## src/board_pkg.sv

```systemverilog
package board_pkg;

    //----------------------------------------
    // panel geometry
    //----------------------------------------

    // width of one hex digit
    localparam int w_nibble = 4;

    // digits, leds and keys on the panel
    localparam int n_panel = 8;

    typedef logic [w_nibble - 1:0] nibble_t;

    // abcdefgh order, bit 7 is segment a and bit 0 the dot
    typedef logic [7:0] segs_t;

endpackage

```

## src/tm1638_pkg.sv

```systemverilog
package tm1638_pkg;

    // top two bits of every command byte
    typedef enum logic [1:0] {
        cls_data    = 2'b01,
        cls_display = 2'b10,
        cls_address = 2'b11
    } cmd_class_t;

    typedef struct packed {
        cmd_class_t cls;
        logic [1:0] rsvd;
        logic       test_mode;
        logic       fixed_addr;
        logic       read_keys;
        logic       rsvd_lo;
    } data_view_t;

    typedef struct packed {
        cmd_class_t cls;
        logic [1:0] rsvd;
        logic [3:0] addr;
    } addr_view_t;

    typedef union packed {
        data_view_t data;
        addr_view_t addr;
    } tm1638_cmd_u;

    // low nibble of display control, on bit plus brightness 7
    localparam logic [3:0] display_on_full = 4'hf;

    localparam int n_key_bytes  = 4;
    localparam int n_grid_bytes = 16;

endpackage

```

## src/display_if.sv

```systemverilog
`timescale 1ns/1ps

// steady display content, no handshake
interface display_if;

    // one nibble per digit, digit 0 is the least significant
    board_pkg::nibble_t [board_pkg::n_panel - 1:0] hex;

    // 1 means the digit stays dark
    logic [board_pkg::n_panel - 1:0] blank;

    logic [board_pkg::n_panel - 1:0] dots;
    logic [board_pkg::n_panel - 1:0] led;

    modport source
    (
        output hex,
        output blank,
        output dots,
        output led
    );

    modport sink
    (
        input hex,
        input blank,
        input dots,
        input led
    );

endinterface

```

## src/key_conditioner.sv

```systemverilog
`timescale 1ns/1ps

module key_conditioner
#(
    parameter w_key = 2
)
(
    input  logic                            clk,
    input  logic                            rst,
    input  logic [w_key - 1:0]              key,
    input  logic [board_pkg::n_panel - 1:0] panel_keys,
    output logic                            press_run,
    output logic                            press_clear
);

    logic [w_key - 1:0] key_meta;
    logic [w_key - 1:0] key_sync;
    logic [1:0]         panel_d1;
    logic [1:0]         panel_d2;
    logic [1:0]         merged;
    logic [1:0]         merged_prev;

    //----------------------------------------
    // synchronizer and matching panel delay
    //----------------------------------------

    always_ff @(posedge clk)
    begin
        if (rst)
        begin
            key_meta <= '0;
            key_sync <= '0;
            panel_d1 <= '0;
            panel_d2 <= '0;
        end
        else
        begin
            // board keys are active low
            key_meta <= ~key;
            key_sync <= key_meta;
            // panel keys take the same two stages
            panel_d1 <= panel_keys[1:0];
            panel_d2 <= panel_d1;
        end
    end

    // key 0 is run/stop, key 1 is clear
    assign merged = key_sync[1:0] | panel_d2;

    //----------------------------------------
    // rising edge strobes
    //----------------------------------------

    always_ff @(posedge clk)
    begin
        if (rst)
        begin
            merged_prev <= '0;
            press_run   <= 1'b0;
            press_clear <= 1'b0;
        end
        else
        begin
            merged_prev <= merged;
            press_run   <= merged[0] & ~merged_prev[0];
            press_clear <= merged[1] & ~merged_prev[1];
        end
    end

    // a change on key 0 alone never fires clear
    // key 1 steady in both delay lines, two strobe stages later
    assert property (@(posedge clk) disable iff (rst)
        (key_meta[1] == key_sync[1] && panel_d1[1] == panel_d2[1])
        |-> ##2 !(press_run && press_clear));

endmodule

```

## src/hex_counter.sv

```systemverilog
`timescale 1ns/1ps

module hex_counter
#(
    parameter tick_div = 6_750_000
)
(
    input  logic      clk,
    input  logic      rst,
    input  logic      press_run,
    input  logic      press_clear,
    display_if.source disp
);

    localparam int w_div   = tick_div > 1 ? $clog2(tick_div) : 1;
    localparam int w_count = board_pkg::n_panel * board_pkg::w_nibble;

    logic [w_div - 1:0]   div_cnt;
    logic                 tick;
    logic                 running;
    logic [w_count - 1:0] count;

    //----------------------------------------
    // prescaler
    //----------------------------------------

    // one tick every tick_div cycles from reset release
    assign tick = (div_cnt == w_div'(tick_div - 1));

    always_ff @(posedge clk)
    begin
        if (rst || tick)
            div_cnt <= '0;
        else
            div_cnt <= div_cnt + 1'b1;
    end

    // run flag and count, clear wins over tick
    always_ff @(posedge clk)
    begin
        if (rst)
        begin
            running <= 1'b0;
            count   <= '0;
        end
        else
        begin
            if (press_run)
                running <= !running;
            if (press_clear)
                count <= '0;
            else if (tick && running)
                count <= count + 1'b1;
        end
    end

    //----------------------------------------
    // display content
    //----------------------------------------

    always_comb
    begin : blanking
        board_pkg::nibble_t nib;
        logic               seen;
        seen = 1'b0;
        // walk down from the top digit, digit 0 always lit
        for (int i = board_pkg::n_panel - 1; i >= 0; i--)
        begin
            nib = count[i * board_pkg::w_nibble +: board_pkg::w_nibble];
            disp.hex[i] = nib;
            seen = seen || (nib != '0) || (i == 0);
            disp.blank[i] = !seen;
        end
    end

    // dot on digit 0 while running
    assign disp.dots = {{(board_pkg::n_panel - 1){1'b0}}, running};
    assign disp.led  = count[board_pkg::n_panel - 1:0];

    assert property (@(posedge clk) disable iff (rst)
        !(tick || press_clear) |=> $stable(count));

endmodule

```

## src/tm1638_board_controller.sv

```systemverilog
`timescale 1ns/1ps

module tm1638_board_controller
#(
    parameter clk_mhz = 27,
    // half period of sio_clk in clk cycles, at least 2
    parameter sio_div = 14
)
(
    input  logic                            clk,
    input  logic                            rst,
    input  logic                            sio_data_in,
    display_if.sink                         disp,
    output logic [board_pkg::n_panel - 1:0] panel_keys,
    output logic                            sio_clk,
    output logic                            sio_stb,
    output logic                            sio_data_out,
    output logic                            sio_data_oe
);

    // stb high for about 1 us between commands
    localparam int gap_cycles = clk_mhz;
    localparam int tmr_max    = gap_cycles > sio_div ? gap_cycles : sio_div;
    localparam int w_tmr      = $clog2(tmr_max + 1);
    localparam int w_key_sr   = 8 * tm1638_pkg::n_key_bytes;

    typedef enum logic [1:0] {st_gap, st_lo, st_hi} state_t;

    state_t                                        state;
    logic [w_tmr - 1:0]                            tmr;
    logic [1:0]                                    cmd_idx;
    logic [4:0]                                    byte_idx;
    logic [2:0]                                    bit_idx;
    logic [4:0]                                    last_byte;
    logic                                          reading;
    logic [7:0]                                    cur_byte;
    logic [w_key_sr - 1:0]                         key_sr;
    logic [board_pkg::n_panel - 1:0]               key_map;
    board_pkg::nibble_t [board_pkg::n_panel - 1:0] snap_hex;
    logic [board_pkg::n_panel - 1:0]               snap_blank;
    logic [board_pkg::n_panel - 1:0]               snap_dots;
    logic [board_pkg::n_panel - 1:0]               snap_led;

    function automatic board_pkg::segs_t seg_encode(board_pkg::nibble_t h, logic dark,
                                                    logic dot);
        board_pkg::segs_t s;
        case (h)
            4'h0: s = 8'b1111_1100;
            4'h1: s = 8'b0110_0000;
            4'h2: s = 8'b1101_1010;
            4'h3: s = 8'b1111_0010;
            4'h4: s = 8'b0110_0110;
            4'h5: s = 8'b1011_0110;
            4'h6: s = 8'b1011_1110;
            4'h7: s = 8'b1110_0000;
            4'h8: s = 8'b1111_1110;
            4'h9: s = 8'b1111_0110;
            4'ha: s = 8'b1110_1110;
            4'hb: s = 8'b0011_1110;
            4'hc: s = 8'b1001_1100;
            4'hd: s = 8'b0111_1010;
            4'he: s = 8'b1001_1110;
            default: s = 8'b1000_1110;
        endcase
        if (dark)
            s = '0;
        s[0] = dot;
        return s;
    endfunction

    // the chip wants segment a in bit 0
    function automatic logic [7:0] to_hgfedcba(board_pkg::segs_t s);
        logic [7:0] r;
        for (int i = 0; i < 8; i++)
            r[i] = s[7 - i];
        return r;
    endfunction

    //----------------------------------------
    // byte on the wire for cmd_idx/byte_idx
    //----------------------------------------

    always_comb
    begin : byte_select
        tm1638_pkg::tm1638_cmd_u cmd;
        logic [3:0]              grid;
        logic [2:0]              digit;
        cmd      = '0;
        cur_byte = 8'hff;
        grid     = 4'(byte_idx - 5'd1);
        // grid pair 0 is the leftmost digit, which holds the top nibble
        digit    = ~grid[3:1];
        case (cmd_idx)
            2'd0:
            begin
                // write with auto increment
                cmd.data.cls = tm1638_pkg::cls_data;
                cur_byte     = cmd;
            end
            2'd1:
            begin
                cmd.addr.cls = tm1638_pkg::cls_address;
                if (byte_idx == 5'd0)
                    cur_byte = cmd;
                else if (!grid[0])
                    cur_byte = to_hgfedcba(seg_encode(snap_hex[digit], snap_blank[digit],
                                                      snap_dots[digit]));
                else
                    cur_byte = {7'b0, snap_led[digit]};
            end
            2'd2:
            begin
                cmd.data.cls       = tm1638_pkg::cls_data;
                cmd.data.read_keys = 1'b1;
                if (byte_idx == 5'd0)
                    cur_byte = cmd;
            end
            default:
            begin
                cmd.addr.cls  = tm1638_pkg::cls_display;
                cmd.addr.addr = tm1638_pkg::display_on_full;
                cur_byte      = cmd;
            end
        endcase
    end

    always_comb
    begin
        case (cmd_idx)
            2'd1:    last_byte = 5'(tm1638_pkg::n_grid_bytes);
            2'd2:    last_byte = 5'(tm1638_pkg::n_key_bytes);
            default: last_byte = 5'd0;
        endcase
    end

    assign reading = (cmd_idx == 2'd2) && (byte_idx != 5'd0);

    // key k sits in bit (k / 4) * 4 of scan byte k % 4
    always_comb
    begin
        for (int k = 0; k < board_pkg::n_panel; k++)
            key_map[k] = key_sr[8 * (k % 4) + (k / 4) * 4];
    end

    //----------------------------------------
    // frame engine
    //----------------------------------------

    always_ff @(posedge clk)
    begin
        if (rst)
        begin
            state        <= st_gap;
            tmr          <= w_tmr'(gap_cycles - 1);
            cmd_idx      <= 2'd0;
            byte_idx     <= 5'd0;
            bit_idx      <= 3'd0;
            sio_clk      <= 1'b1;
            sio_stb      <= 1'b1;
            sio_data_out <= 1'b1;
            sio_data_oe  <= 1'b0;
            panel_keys   <= '0;
        end
        else
        begin
            if (tmr != '0)
                tmr <= tmr - 1'b1;
            case (state)
                st_gap:
                    if (tmr == '0)
                    begin
                        sio_stb <= 1'b0;
                        sio_clk <= 1'b0;
                        tmr     <= w_tmr'(sio_div - 1);
                        state   <= st_lo;
                    end
                st_lo:
                begin
                    // data moves one cycle after the falling clock
                    sio_data_out <= cur_byte[bit_idx];
                    sio_data_oe  <= !reading;
                    if (tmr == '0)
                    begin
                        sio_clk <= 1'b1;
                        tmr     <= w_tmr'(sio_div - 1);
                        state   <= st_hi;
                    end
                end
                st_hi:
                    if (tmr == '0)
                    begin
                        if (bit_idx != 3'd7)
                        begin
                            bit_idx <= bit_idx + 3'd1;
                            sio_clk <= 1'b0;
                            tmr     <= w_tmr'(sio_div - 1);
                            state   <= st_lo;
                        end
                        else if (byte_idx != last_byte)
                        begin
                            byte_idx <= byte_idx + 5'd1;
                            bit_idx  <= 3'd0;
                            sio_clk  <= 1'b0;
                            tmr      <= w_tmr'(sio_div - 1);
                            state    <= st_lo;
                        end
                        else
                        begin
                            // command done, release the bus
                            sio_stb     <= 1'b1;
                            sio_data_oe <= 1'b0;
                            byte_idx    <= 5'd0;
                            bit_idx     <= 3'd0;
                            cmd_idx     <= cmd_idx + 2'd1;
                            tmr         <= w_tmr'(gap_cycles - 1);
                            state       <= st_gap;
                            if (cmd_idx == 2'd2)
                                panel_keys <= key_map;
                        end
                    end
                default:
                    state <= st_gap;
            endcase
        end
    end

    // snapshot at frame start and key shift on rising sio_clk
    always_ff @(posedge clk)
    begin
        if (state == st_gap && tmr == '0 && cmd_idx == 2'd0)
        begin
            snap_hex   <= disp.hex;
            snap_blank <= disp.blank;
            snap_dots  <= disp.dots;
            snap_led   <= disp.led;
        end
        if (state == st_lo && tmr == '0 && reading)
            key_sr <= {sio_data_in, key_sr[w_key_sr - 1:1]};
    end

    // dio is driven only inside a framed command
    assert property (@(posedge clk) disable iff (rst) sio_stb |-> !sio_data_oe);

endmodule

```

## src/board_top.sv

```systemverilog
`timescale 1ns/1ps

module board_top
#(
    parameter clk_mhz  = 27,
              sio_div  = 14,
              tick_div = 6_750_000,
              w_key    = 2
)
(
    input  logic               clk,
    input  logic               rst,
    input  logic [w_key - 1:0] key,
    input  logic               sio_data_in,
    output logic               sio_clk,
    output logic               sio_stb,
    output logic               sio_data_out,
    output logic               sio_data_oe
);

    logic [board_pkg::n_panel - 1:0] panel_keys;
    logic                            press_run;
    logic                            press_clear;

    display_if disp ();

    //----------------------------------------
    // keys in, counter, panel out
    //----------------------------------------

    key_conditioner #(.w_key (w_key)) i_key_conditioner
    (
        .clk         ( clk         ),
        .rst         ( rst         ),
        .key         ( key         ),
        .panel_keys  ( panel_keys  ),
        .press_run   ( press_run   ),
        .press_clear ( press_clear )
    );

    hex_counter #(.tick_div (tick_div)) i_hex_counter
    (
        .clk         ( clk         ),
        .rst         ( rst         ),
        .press_run   ( press_run   ),
        .press_clear ( press_clear ),
        .disp        ( disp.source )
    );

    tm1638_board_controller #(.clk_mhz (clk_mhz), .sio_div (sio_div)) i_tm1638
    (
        .clk          ( clk          ),
        .rst          ( rst          ),
        .sio_data_in  ( sio_data_in  ),
        .disp         ( disp.sink    ),
        .panel_keys   ( panel_keys   ),
        .sio_clk      ( sio_clk      ),
        .sio_stb      ( sio_stb      ),
        .sio_data_out ( sio_data_out ),
        .sio_data_oe  ( sio_data_oe  )
    );

endmodule

```

## config.mk

```make
export PLATFORM = sky130hd
export DESIGN_NAME = board_top
export DESIGN_NICKNAME = d
export VERILOG_FILES = /design/src/board_pkg.sv /design/src/tm1638_pkg.sv /design/src/display_if.sv /design/src/key_conditioner.sv /design/src/hex_counter.sv /design/src/tm1638_board_controller.sv /design/src/board_top.sv
export SDC_FILE = /design/constraint.sdc
export NUM_CORES = 1
export LEC_CHECK = 0
export BUFFER_PORTS_ARGS = -buffer_cell sky130_fd_sc_hd__buf_4
export CAP_MARGIN = 20
export CORE_MARGIN = 2
export CORE_UTILIZATION = 55
export DETAILED_ROUTE_END_ITERATION = 8
export PLACE_DENSITY = 0.71
export REMOVE_ABC_BUFFERS = 1
export SYNTH_ARGS = -nofsm -noshare
export SYNTH_HDL_FRONTEND = slang
export SYNTH_SLANG_ARGS = --single-unit
```

## constraint.sdc

```tcl
create_clock -name clk -period 5.47 [get_ports clk]
set_clock_uncertainty 0.2 [all_clocks]
set_input_delay 1.094 -clock clk [delete_from_list [all_inputs] [get_ports clk]]
set_output_delay 1.094 -clock clk [all_outputs]
set_load 0.01 [all_outputs]
```

==> impl_metrics.csv, run 1 <==
group,metric,value,unit
placed_design,dpl.hpwl,9110,um
critical_path,cpMostUsedCell,"ha_1",
yosys,synthFlopType,"dfxtp_1",
routing,drc,0,
final_layout,ff_latch_area,3980,um^2
critical_path,ff2ff_setup_slack,1.23,ns
routing,viasPerCell,5.55,
yosys,yosysWarnings,0,
final_layout,area_delta_synth_final,10.6,%
global_routing,grt_usage,0.198,
placed_design,place_ws,1.27,ns
global_routing,antenna_found_initial,0,
timing,hold_violations,0,
floorplan,die_area,14200,um^2
yosys,synthArstFlopShare,0,
critical_path,reg2reg_to,"i_tm1638.sio_data_out$_SDFFE_PP1P_",
clock_tree,clk-insertion-delay-late,0.42,ns
clock_tree,cts_sinks,163,
clock_tree,tritoncts,"done",
floorplan,die_height,119,um
routing,firstDrtPassIters,4,
critical_path,reg2reg_depth,10,
run_status,status,"finished, final reports clean",
floorplan,core,13100,um^2
timing,tns,0,ns
critical_path,cp_cell_sequence,"inv_1 > ha_1 > mux4_2 > mux2i_1 > ha_1 > a2111o_1 > o2111ai_1 > nor4bb_1 > nand4_1 > and3_1",
power_and_ir_drop,ir_worst_vdd,0.220,mV
timing,period_needed,4.24,ns
floorplan,placementRows,42,
routing,vias,4759,
timing,max_slew_margin,0.448,
yosys,ys_types,63,
critical_path,cp-startpoint,"i_tm1638.byte_idx[0]$_SDFFE_PP0P_",
yosys,syn_inst,663,
routing,drtAntennaViolNets,0,
global_routing,overflow,0,
critical_path,worstSetupPathDepth,10,
clock_tree,clk_pin_slew,0.07,ns
final_layout,final_core_util,0.614,
clock_tree,cts_setup_buffers,0,
final_layout,finalInstanceArea,8040,um^2
timing,slew_viol_final,0,
routing,drt_iter0_markers,357,
clock_tree,clock_path_buffers,2,
timing,timing.final.ws_setup,1.23,ns
timing,setup_violations,0,
global_routing,grt_pass1_vias,4774,
yosys,ys_seq_area_frac,0.548,
power_and_ir_drop,power_density,302,nW/um^2
final_layout,multiInputGateArea,3120,um^2
floorplan,start_util,0.556,
critical_path,slowest_delay,0.82,ns
yosys,avgSynthCellArea,11.0,um^2
placed_design,place_congestion,0.797,
min_path,worstHoldPathType,"reg -> reg",
critical_path,crit_arrival,4.35,ns
placed_design,placed_area,7480,um^2
critical_path,crit_path_end_kind,"flip-flop",
global_routing,grt_max_degree,41,
timing,worstMarginPinSlew,0.828,ns
job,cap_violations,0,
floorplan,die_w,119,um
final_layout,diodes,0,
critical_path,cp_max_fo,18,
clock_tree,cts_max_level,4,
routing,wl_per_cell,15.3,um
timing,fmax,0.236,GHz
clock_tree,postCtsHoldBufs,0,
yosys,synth-edff-count,72,
critical_path,start_kind,"flip-flop",
routing,wl,13100,um
clock_tree,cts-buffers-inserted,17,
critical_path,crit_type,"reg -> reg",
critical_path,crit_end,"i_tm1638.sio_data_out$_SDFFE_PP1P_",
power_and_ir_drop,leakage,0.00284,uW
yosys,syn_area,7270,um^2
timing,grt_setup_unrepaired,"no",
power_and_ir_drop,power,2430,uW
critical_path,r2r-start,"i_tm1638.byte_idx[0]$_SDFFE_PP0P_",
floorplan,io-pin-count,9,
placed_design,port-buffer-count,8,
final_layout,n_fill_cell,1028,
clock_tree,root_buffer,"clkbuf_16",
global_routing,grt_pass1_wl,22600,um
critical_path,critPathSlowestCell,"ha_1",
final_layout,num-nets-final,692,
final_layout,drive_gt1_frac,0.0984,
yosys,synth_seq_cells,163,
timing,fin_crit_sh,0.775,
critical_path,worstPathBufferInverterCount,1,
critical_path,path_delay_family,"adder cells",
critical_path,crit_required,5.58,ns
clock_tree,cts_resized,0,
==> worst min path at each step <==
stage                                                      from  slack (ns)  depth (start not counted)                                       end
global placement    i_key_conditioner.merged_prev[0]$_SDFF_PP0_        0.18                          1    i_key_conditioner.press_run$_SDFF_PP0_
global route        i_key_conditioner.merged_prev[1]$_SDFF_PP0_        0.20                          1  i_key_conditioner.press_clear$_SDFF_PP0_
detailed placement  i_key_conditioner.merged_prev[1]$_SDFF_PP0_        0.18                          1  i_key_conditioner.press_clear$_SDFF_PP0_
finish              i_key_conditioner.merged_prev[1]$_SDFF_PP0_        0.18                          1  i_key_conditioner.press_clear$_SDFF_PP0_
floorplan           i_key_conditioner.merged_prev[1]$_SDFF_PP0_        0.17                          1  i_key_conditioner.press_clear$_SDFF_PP0_
CTS                 i_key_conditioner.merged_prev[1]$_SDFF_PP0_        0.19                          1  i_key_conditioner.press_clear$_SDFF_PP0_
==> synth_stat cells, types with 2 or more instances <==
library cell,instances,area (um^2)
nor4_4,3,63.8
and4_1,6,52.6
xor2_1,29,254
or2_2,4,25.0
mux4_2,7,158
o31a_1,3,26.3
edfxtp_1,72,2160
nor4_1,7,43.8
nand3_2,2,20.0
or3_1,7,43.8
o2111ai_1,2,17.5
a21o_1,2,15.0
and2_1,7,43.8
nand2b_1,8,50.1
a21oi_1,23,115
clkbuf_1,16,60.1
nor3b_1,4,30.0
nor3_1,12,60.1
xnor2_1,28,245
buf_1,3,11.3
nor2b_1,8,50.1
buf_2,6,30.0
and3_1,16,100
inv_1,19,71.3
nand2_1,38,143
nor4b_1,2,17.5
mux2i_1,25,250
nand4_1,21,131
nand3b_1,2,15.0
dfxtp_1,91,1820
o21ai_0,11,55.1
o211ai_1,5,37.5
ha_1,19,238
a211oi_1,2,15.0
o21ai_1,6,30.0
nand3_1,23,115
nand4bb_1,3,33.8
or4_1,3,22.5
nor2_1,94,353
==> worst reg2reg max path, cell delays in order (launching register included) <==
cell and delay (ns):
dfxtp_1 0.55, inv_1 0.12, ha_1 0.83, mux4_2 0.59, mux2i_1 0.51, ha_1 0.37
a2111o_1 0.29, o2111ai_1 0.10, nor4bb_1 0.31, nand4_1 0.12, and3_1 0.15
==> routing by layer <==
| metal | vias to the layer above | share of wire | track usage |
|---|---|---|---|
| li1 | 2381 | - | - |
| met1 | 2272 | 0.47 | 0.260 |
| met2 | 85 | 0.49 | 0.317 |
| met3 | 21 | 0.029 | 0.0450 |
| met4 | 0 | 0.015 | 0.0826 |
| met5 | - | 0 | 0 |
==> layout make-up <==
class                           count  area share
Sequential cell                   163       0.495
Clock buffer                       21      0.0587
Multi-Input combinational cell    455       0.388
Tap cell                          176      0.0274
Inverter                           20     0.00934
Clock inverter                     11      0.0112
Timing Repair Buffer               11      0.0103
==> flip-flops by register name (all words and copies together), names as in the netlist, 3 cells and up <==
| name | count |
|---|---|
| i_tm1638.tmr | 5 |
| i_tm1638.bit_idx | 3 |
| i_tm1638.snap_hex | 25 |
| i_tm1638.key_sr | 32 |
| i_hex_counter.div_cnt | 23 |
| i_tm1638.byte_idx | 5 |
| i_tm1638.snap_led | 7 |
| i_tm1638.snap_blank | 7 |
| i_hex_counter.disp.hex | 32 |
==> cells by family after synthesis <==
kind of cell | Yosys count | synth area share
XOR/XNOR | 59 | 0.0731
buffers and inverters | 45 | 0.0243
flip-flops | 163 | 0.548
multiplexers | 33 | 0.0576
AND/OR/NAND/NOR | 279 | 0.209
adder cells (fa/ha/maj) | 19 | 0.0327
AO/OA/AOI/OAI | 65 | 0.0551
==> cells in the final DEF (no fill, tap or decap), types with 3 or more instances in the layout <==
master     count
a21oi_1       23
and2_1         7
and3_1        16
and4_1         6
buf_4         11
clkbuf_16     18
dfxtp_1       91
edfxtp_1      72
ha_1          19
inv_1         19
inv_6          4
mux2i_1       25
mux4_2         7
nand2_1       38
nand2b_1       8
nand3_1       23
nand4_1       21
nand4bb_1      3
nor2_1        94
nor2b_1        8
nor3_1        11
nor3b_1        4
nor4_1         7
nor4_4         3
o211ai_1       5
o21ai_0       11
o21ai_1        6
o31a_1         3
or2_2          4
or3_1          7
or4_1          3
xnor2_1       28
xor2_1        29
==> where the power goes <==
part	switching (uW)	internal, uW	total [uW]
clock network	487	630	1120
registers	6.95	1270	1280
logic	22.3	16.2	38.5
==> stage by stage <==
| step | hold WS, ns | instances |
|---|---|---|
| global placement | 0.180 | 825 |
| detailed placement | 0.184 | 825 |
| CTS | 0.192 | 857 |
| finish | 0.184 | 857 |
| floorplan | 0.173 | 638 |
| global route | 0.196 | 857 |
Note: power is estimated with default switching activity, not from simulation.
==> inputs of run 2 (changes only) <==
--- a/config.mk
+++ b/config.mk
@@ -5,6 +5,7 @@
 export SDC_FILE = /design/constraint.sdc
 export NUM_CORES = 1
 export LEC_CHECK = 0
+export ABC_AREA = 1
 export BUFFER_PORTS_ARGS = -buffer_cell sky130_fd_sc_hd__buf_4
 export CAP_MARGIN = 20
 export CORE_MARGIN = 2
==> constraint.sdc (replaced) <==
create_clock -name clk -period 4.3 [get_ports clk]
set_clock_uncertainty 0.2 [all_clocks]
set_input_delay 0.86 -clock clk [delete_from_list [all_inputs] [get_ports clk]]
set_output_delay 0.86 -clock clk [all_outputs]
set_load 0.01 [all_outputs]
==> run 2 against run 1 <==
Effect of this change: final area increased by 7.1%; sequential power increased by 27%; register-to-register slack lost 0.38 ns; via count grew 25%; synthesized cell count grew 40%; clock power grew 46%; first-iteration DRC count up 55%; maximum frequency rose by 23%; critical endpoint unchanged.
==> impl_metrics.csv, run 2 <==
group,metric,value,unit
yosys,yosys.area_share.simple,0.288,
yosys,synth_top_family_by_area,"simple AND/OR/NAND/NOR gates",
timing,fin_crit_sh,0.803,
yosys,synth_top_area_frac,0.279,
yosys,synthTopCellsByArea,"edfxtp_1, dfxtp_1, nand2_1",
floorplan,die_w,123,um
final_layout,n_fill_cell,1180,
yosys,synth_seq_cells,163,
yosys,avgSynthCellArea,8.35,um^2
clock_tree,root_buffer,"clkbuf_16",
yosys,ys_seq_area_frac,0.515,
final_layout,finalInstanceArea,8610,um^2
final_layout,mostFrequentLayoutCell,"nand2_1",
clock_tree,clk_pin_slew,0.07,ns
yosys,syn_inst,927,
clock_tree,tritoncts,"done",
power_and_ir_drop,power_density,383,nW/um^2
yosys,synthXorXnorAreaFrac,0.0373,
routing,viasPerCell,5.25,
global_routing,grt_max_degree,33,
critical_path,cp_max_fo,27,
routing,firstDrtPassIters,6,
power_and_ir_drop,ir_worst_vdd,0.298,mV
min_path,worstHoldPathType,"reg -> reg",
final_layout,diodes,0,
timing,worstMarginPinSlew,0.775,ns
yosys,synth_fa_ha_area_frac,0.0307,
routing,wl_per_cell,13.3,um
clock_tree,clk-insertion-delay-late,0.42,ns
global_routing,antenna_found_initial,0,
timing,hold_slack,0.193,ns
critical_path,crit_required,4.42,ns
yosys,syn_area,7740,um^2
floorplan,core,13800,um^2
final_layout,num-nets-final,965,
critical_path,crit_type,"reg -> reg",
floorplan,io-pin-count,9,
power_and_ir_drop,leakage,0.00317,uW
critical_path,crit_arrival,3.57,ns
placed_design,dpl.hpwl,10400,um
yosys,synth.most_common_cell,"nand2_1",
yosys,synthArstFlopShare,0,
timing,slew_viol_final,0,
timing,fmax,0.290,GHz
timing,hold_violations,0,
timing,grt_setup_unrepaired,"no",
placed_design,place_congestion,0.898,
timing,max_slew_margin,0.482,
timing,setup_violations,0,
routing,drt_iter0_markers,552,
routing,drtAntennaViolNets,0,
yosys,yosys.area.top_type,"edfxtp_1",
final_layout,drive_gt1_frac,0.0975,
clock_tree,cts_sinks,163,
clock_tree,cts-buffers-inserted,17,
clock_tree,clock_path_buffers,2,
routing,vias,5955,
critical_path,start_kind,"flip-flop",
placed_design,placed_area,7970,um^2
routing,drc,0,
critical_path,crit_path_end_kind,"flip-flop",
placed_design,port-buffer-count,8,
yosys,ys_types,41,
global_routing,grt_usage,0.214,
floorplan,placementRows,43,
yosys,synth_compound_area_frac,0.0708,
global_routing,grt_pass1_wl,25100,um
timing,tns,0,ns
timing,period_needed,3.45,ns
final_layout,area_delta_synth_final,11.2,%
clock_tree,cts_resized,0,
yosys,yosysWarnings,0,
clock_tree,cts_max_level,4,
floorplan,die_area,15000,um^2
global_routing,grt_pass1_vias,5350,
floorplan,start_util,0.560,
routing,wl,15100,um
yosys,synth_mux_area_frac,0,
floorplan,die_height,123,um
clock_tree,cts_setup_buffers,0,
run_status,status,"finished, final reports clean",
final_layout,most-common-layout-cells,"nand2_1, nor2_1, dfxtp_1",
final_layout,final_core_util,0.623,
job,cap_violations,0,
clock_tree,postCtsHoldBufs,0,
global_routing,overflow,0,
yosys,synthFlopType,"dfxtp_1",
yosys,synth_commonest_cells,"nand2_1, nor2_1, dfxtp_1, inv_1, edfxtp_1",
yosys,synth-edff-count,72,
## run 2: cell types whose count changed after synthesis, sizes merged, moves of 14 or more
cell   before  now
nand3      25   41
xnor2      29    7
nand4      22    8
and3       16    0
nor3       14   44
nand2      38  278
o21ai      17   33
inv        20   95
a21oi      23   56
mux2i      25    0
## run 2: worst max-delay path, cell delays in order, from the launching register on
cell	delay [ns]
dfxtp_1	0.44
inv_2	0.10
ha_1	0.79
inv_4	0.21
o21ai_0	0.27
o21ai_2	0.09
o21ai_2	0.22
ha_1	0.29
inv_1	0.05
nand2_1	0.05
nand2_1	0.05
nand2_1	0.05
a21oi_1	0.13
nor2_1	0.06
nor2_1	0.08
nand2_1	0.06
nand2_1	0.05
nand2_1	0.05
nand3_1	0.06
nand2_1	0.05
## run 2: area by class of cell
cell class,count,area [um^2],share of cell area
Sequential cell,163,3980,0.463
Multi-Input combinational cell,652,3310,0.385
Clock buffer,17,425,0.0494
Inverter,96,363,0.0422
Tap cell,180,225,0.0262
Clock inverter,15,214,0.0249
Timing Repair Buffer,11,82.6,0.00959
## run 2: final timing paths
check	startpoint	endpoint	slack, ns	depth (start not counted)
worst max-delay path	i_tm1638.byte_idx[0]$_SDFFE_PP0P_	i_tm1638.sio_data_out$_SDFFE_PP1P_	0.85	19
worst min-delay path	i_key_conditioner.merged_prev[0]$_SDFF_PP0_	i_key_conditioner.press_run$_SDFF_PP0_	0.19	1
worst max register to register	i_tm1638.byte_idx[0]$_SDFFE_PP0P_	i_tm1638.sio_data_out$_SDFFE_PP1P_	0.85	19
worst min register to register	i_key_conditioner.merged_prev[0]$_SDFF_PP0_	i_key_conditioner.press_run$_SDFF_PP0_	0.19	1
## run 2: logic make-up after synthesis
group	count (synthesis)
DFF	163
and+or+nand+nor	498
adders and majority gates	19
xor gates and xnor gates	33
AOI/OAI and AO/OA	102
buffers and inverters	112
## run 2: per-stage QoR
stage,total power (uW),setup slack [ns],instances
CTS,3320,0.842,1134
finish,3300,0.847,1134
global route,3390,0.416,1134
floorplan,1680,0.412,911
global placement,1700,0.915,1102
detailed placement,1700,0.857,1102
## run 2: routing by layer
| layer | vias up | GRT usage | wire [um] |
|---|---|---|---|
| met2 | 121 | 0.333 | 6830 |
| met1 | 2737 | 0.294 | 7460 |
| met4 | 0 | 0.0639 | 211 |
| met5 | - | 0 | 0 |
| met3 | 20 | 0.0567 | 631 |
| li1 | 3077 | - | - |
## run 2: where the power goes
group,total [uW],internal (uW),switching (uW)
clock,1630,989,641
combinational,45.6,15.8,29.8
sequential,1620,1610,6.71
==> inputs of run 3 (changes only) <==
==> constraint.sdc (replaced) <==
create_clock -name clk -period 3.5 [get_ports clk]
set_clock_uncertainty 0.2 [all_clocks]
set_input_delay 0.7 -clock clk [delete_from_list [all_inputs] [get_ports clk]]
set_output_delay 0.7 -clock clk [all_outputs]
set_load 0.01 [all_outputs]
==> run 3 against run 2 <==
Effect of this change: combinational power is 24% higher; final area is 0.32% lower; wire length is 0.23% lower; critical path depth is 4 higher; die area stayed put; sequential power is 23% higher; setup slack worse by 0.42 ns; register-to-register slack worse by 0.42 ns; worst hold slack better by 0.0017 ns; non-clock buffer count is 2 higher; largest cell class unchanged; highest routed layer unchanged.
==> impl_metrics.csv, run 3 (synthesized netlist as in run 2, its figures left out) <==
group,metric,value,unit
timing,fmax,0.326,GHz
routing,drtAntennaViolNets,0,
floorplan,die_w,123,um
routing,vias,5929,
floorplan,core,13800,um^2
placed_design,place_congestion,0.908,
critical_path,slowest_delay,0.43,ns
power_and_ir_drop,swShare,0.222,
routing,drt_iter0_markers,382,
power_and_ir_drop,pwr-share-clk,0.474,
final_layout,multiInputGateArea,3320,um^2
routing,wl,15100,um
clock_tree,tritoncts,"done",
timing,max_slew_margin,0.456,
global_routing,overflow,0,
final_layout,mostFrequentLayoutCell,"nand2_1",
critical_path,worstPathBufferInverterCount,4,
power_and_ir_drop,seqPwrFrac,0.512,
routing,drc,0,
routing,wl_per_cell,13.3,um
global_routing,grt_usage,0.211,
timing,timing.final.ws_setup,0.431,ns
clock_tree,clk-insertion-delay-late,0.43,ns
power_and_ir_drop,switching_power,863,uW
critical_path,crit_path_end_kind,"flip-flop",
placed_design,dpl.hpwl,10700,um
power_and_ir_drop,ir_worst_vdd,0.331,mV
final_layout,num-nets-final,967,
clock_tree,postCtsHoldBufs,0,
power_and_ir_drop,power_frac_comb,0.014,
global_routing,grt_pass1_wl,24800,um
final_layout,area_delta_synth_final,10.8,%
critical_path,cp_cell_sequence,"inv_1 > ha_2 > buf_4 > nand2_1 > nand2_1 > nand2_1 > nand2_1 > nand2_1 > nand2_1 > inv_1 > ha_1 > inv_1 > nand2_1 > nand2_1 > nand2_1 > a21oi_1 > nor2_1 > nor2_1 > nand2_1 > nand2_1 > nand2_1 > nand3_1 > nand2_1",
critical_path,path_delay_family,"simple AND/OR/NAND/NOR gates",
placed_design,port-buffer-count,8,
routing,viasPerCell,5.22,
timing,fin_crit_sh,0.877,
power_and_ir_drop,power,3890,uW
floorplan,die_area,15000,um^2
floorplan,placementRows,43,
timing,worstMarginPinSlew,0.814,ns
floorplan,start_util,0.560,
clock_tree,cts_max_level,4,
timing,hold_violations,0,
power_and_ir_drop,p_int,3030,uW
final_layout,ff_latch_area,3990,um^2
global_routing,antenna_found_initial,0,
clock_tree,cts-buffers-inserted,17,
clock_tree,cts_sinks,163,
final_layout,drive_gt1_frac,0.101,
critical_path,critPathSlowestCell,"ha_2",
placed_design,place_ws,0.320,ns
final_layout,n_fill_cell,1185,
critical_path,cpMostUsedCell,"nand2_1",
floorplan,io-pin-count,9,
clock_tree,clk_pin_slew,0.07,ns
final_layout,diodes,0,
timing,slew_viol_final,0,
final_layout,most-common-layout-cells,"nand2_1, nor2_1, dfxtp_1",
critical_path,start_kind,"flip-flop",
clock_tree,root_buffer,"clkbuf_16",
critical_path,crit_type,"reg -> reg",
floorplan,die_height,123,um
critical_path,cp_max_fo,10,
power_and_ir_drop,leakage,0.00316,uW
critical_path,crit_required,3.62,ns
min_path,worstHoldPathType,"reg -> reg",
power_and_ir_drop,power_density,454,nW/um^2
timing,hold_slack,0.195,ns
critical_path,crit_arrival,3.19,ns
clock_tree,clock_path_buffers,2,
job,cap_violations,0,
run_status,status,"finished, final reports clean",
routing,firstDrtPassIters,5,
global_routing,grt_max_degree,41,
timing,grt_setup_unrepaired,"no",
timing,setup_violations,0,
global_routing,grt_pass1_vias,5293,
timing,period_needed,3.07,ns
-- run 3: cell types whose count changed in the layout (fill, tap and decap cells not counted), moves of 2 or more --
cell	previous run	this run
buf_4	11	13
bufinv_16	4	0
clkbuf_16	17	19
inv_8	2	4
-- run 3: metal layers --
metal | vias to the layer above | routed length (um) | global-route usage
li1 | 3085 | - | -
met3 | 25 | 522 | 0.0404
met4 | 0 | 238 | 0.0797
met1 | 2720 | 7310 | 0.290
met5 | - | 0 | 0
met2 | 99 | 7020 | 0.331
-- run 3: timing repair --
item                       4_1_cts  5_1_grt
setup endpoints to repair        0        1
buffers inserted                 0        0
gates resized for setup          0        2
hold endpoints to repair         0        0
-- run 3: cell type report --
| cell class | count | share of cell area |
|---|---|---|
| Timing Repair Buffer | 13 | 0.0114 |
| Tap cell | 180 | 0.0262 |
| Multi-Input combinational cell | 652 | 0.387 |
| Clock inverter | 13 | 0.0137 |
| Inverter | 96 | 0.0423 |
| Clock buffer | 19 | 0.0554 |
| Sequential cell | 163 | 0.464 |
-- run 3: worst paths after layout --
check | slack [ns] | startpoint | to | cells past startpoint
min reg2reg | 0.19 | i_key_conditioner.merged_prev[0]$_SDFF_PP0_ | i_key_conditioner.press_run$_SDFF_PP0_ | 1
min | 0.19 | i_key_conditioner.merged_prev[0]$_SDFF_PP0_ | i_key_conditioner.press_run$_SDFF_PP0_ | 1
max | 0.43 | i_tm1638.byte_idx[1]$_SDFFE_PP0P_ | i_tm1638.sio_data_out$_SDFFE_PP1P_ | 23
max reg2reg | 0.43 | i_tm1638.byte_idx[1]$_SDFFE_PP0P_ | i_tm1638.sio_data_out$_SDFFE_PP1P_ | 23
-- run 3: power by group through the flow --
stage | Sequential, uW | Clock, uW | Combinational, uW
after floorplan | 2030 | 0 | 38.2
after global placement | 2030 | 0 | 55.4
after detailed placement | 2030 | 0 | 56.7
after CTS | 1990 | 1880 | 57.0
after global routing | 1990 | 1950 | 64.9
final | 1990 | 1840 | 56.4
-- run 3: metrics by stage --
stage / instance area (um^2) / instances / util / TNS, ns
3_3_place_gp: 7980 / 1104 / 0.577 / 0
6_report: 8580 / 1136 / 0.621 / 0
2_1_floorplan: 7650 / 911 / - / -16.43
4_1_cts: 8580 / 1136 / 0.620 / 0
3_5_place_dp: 7980 / 1104 / 0.577 / 0
5_1_grt: 8580 / 1136 / 0.621 / 0
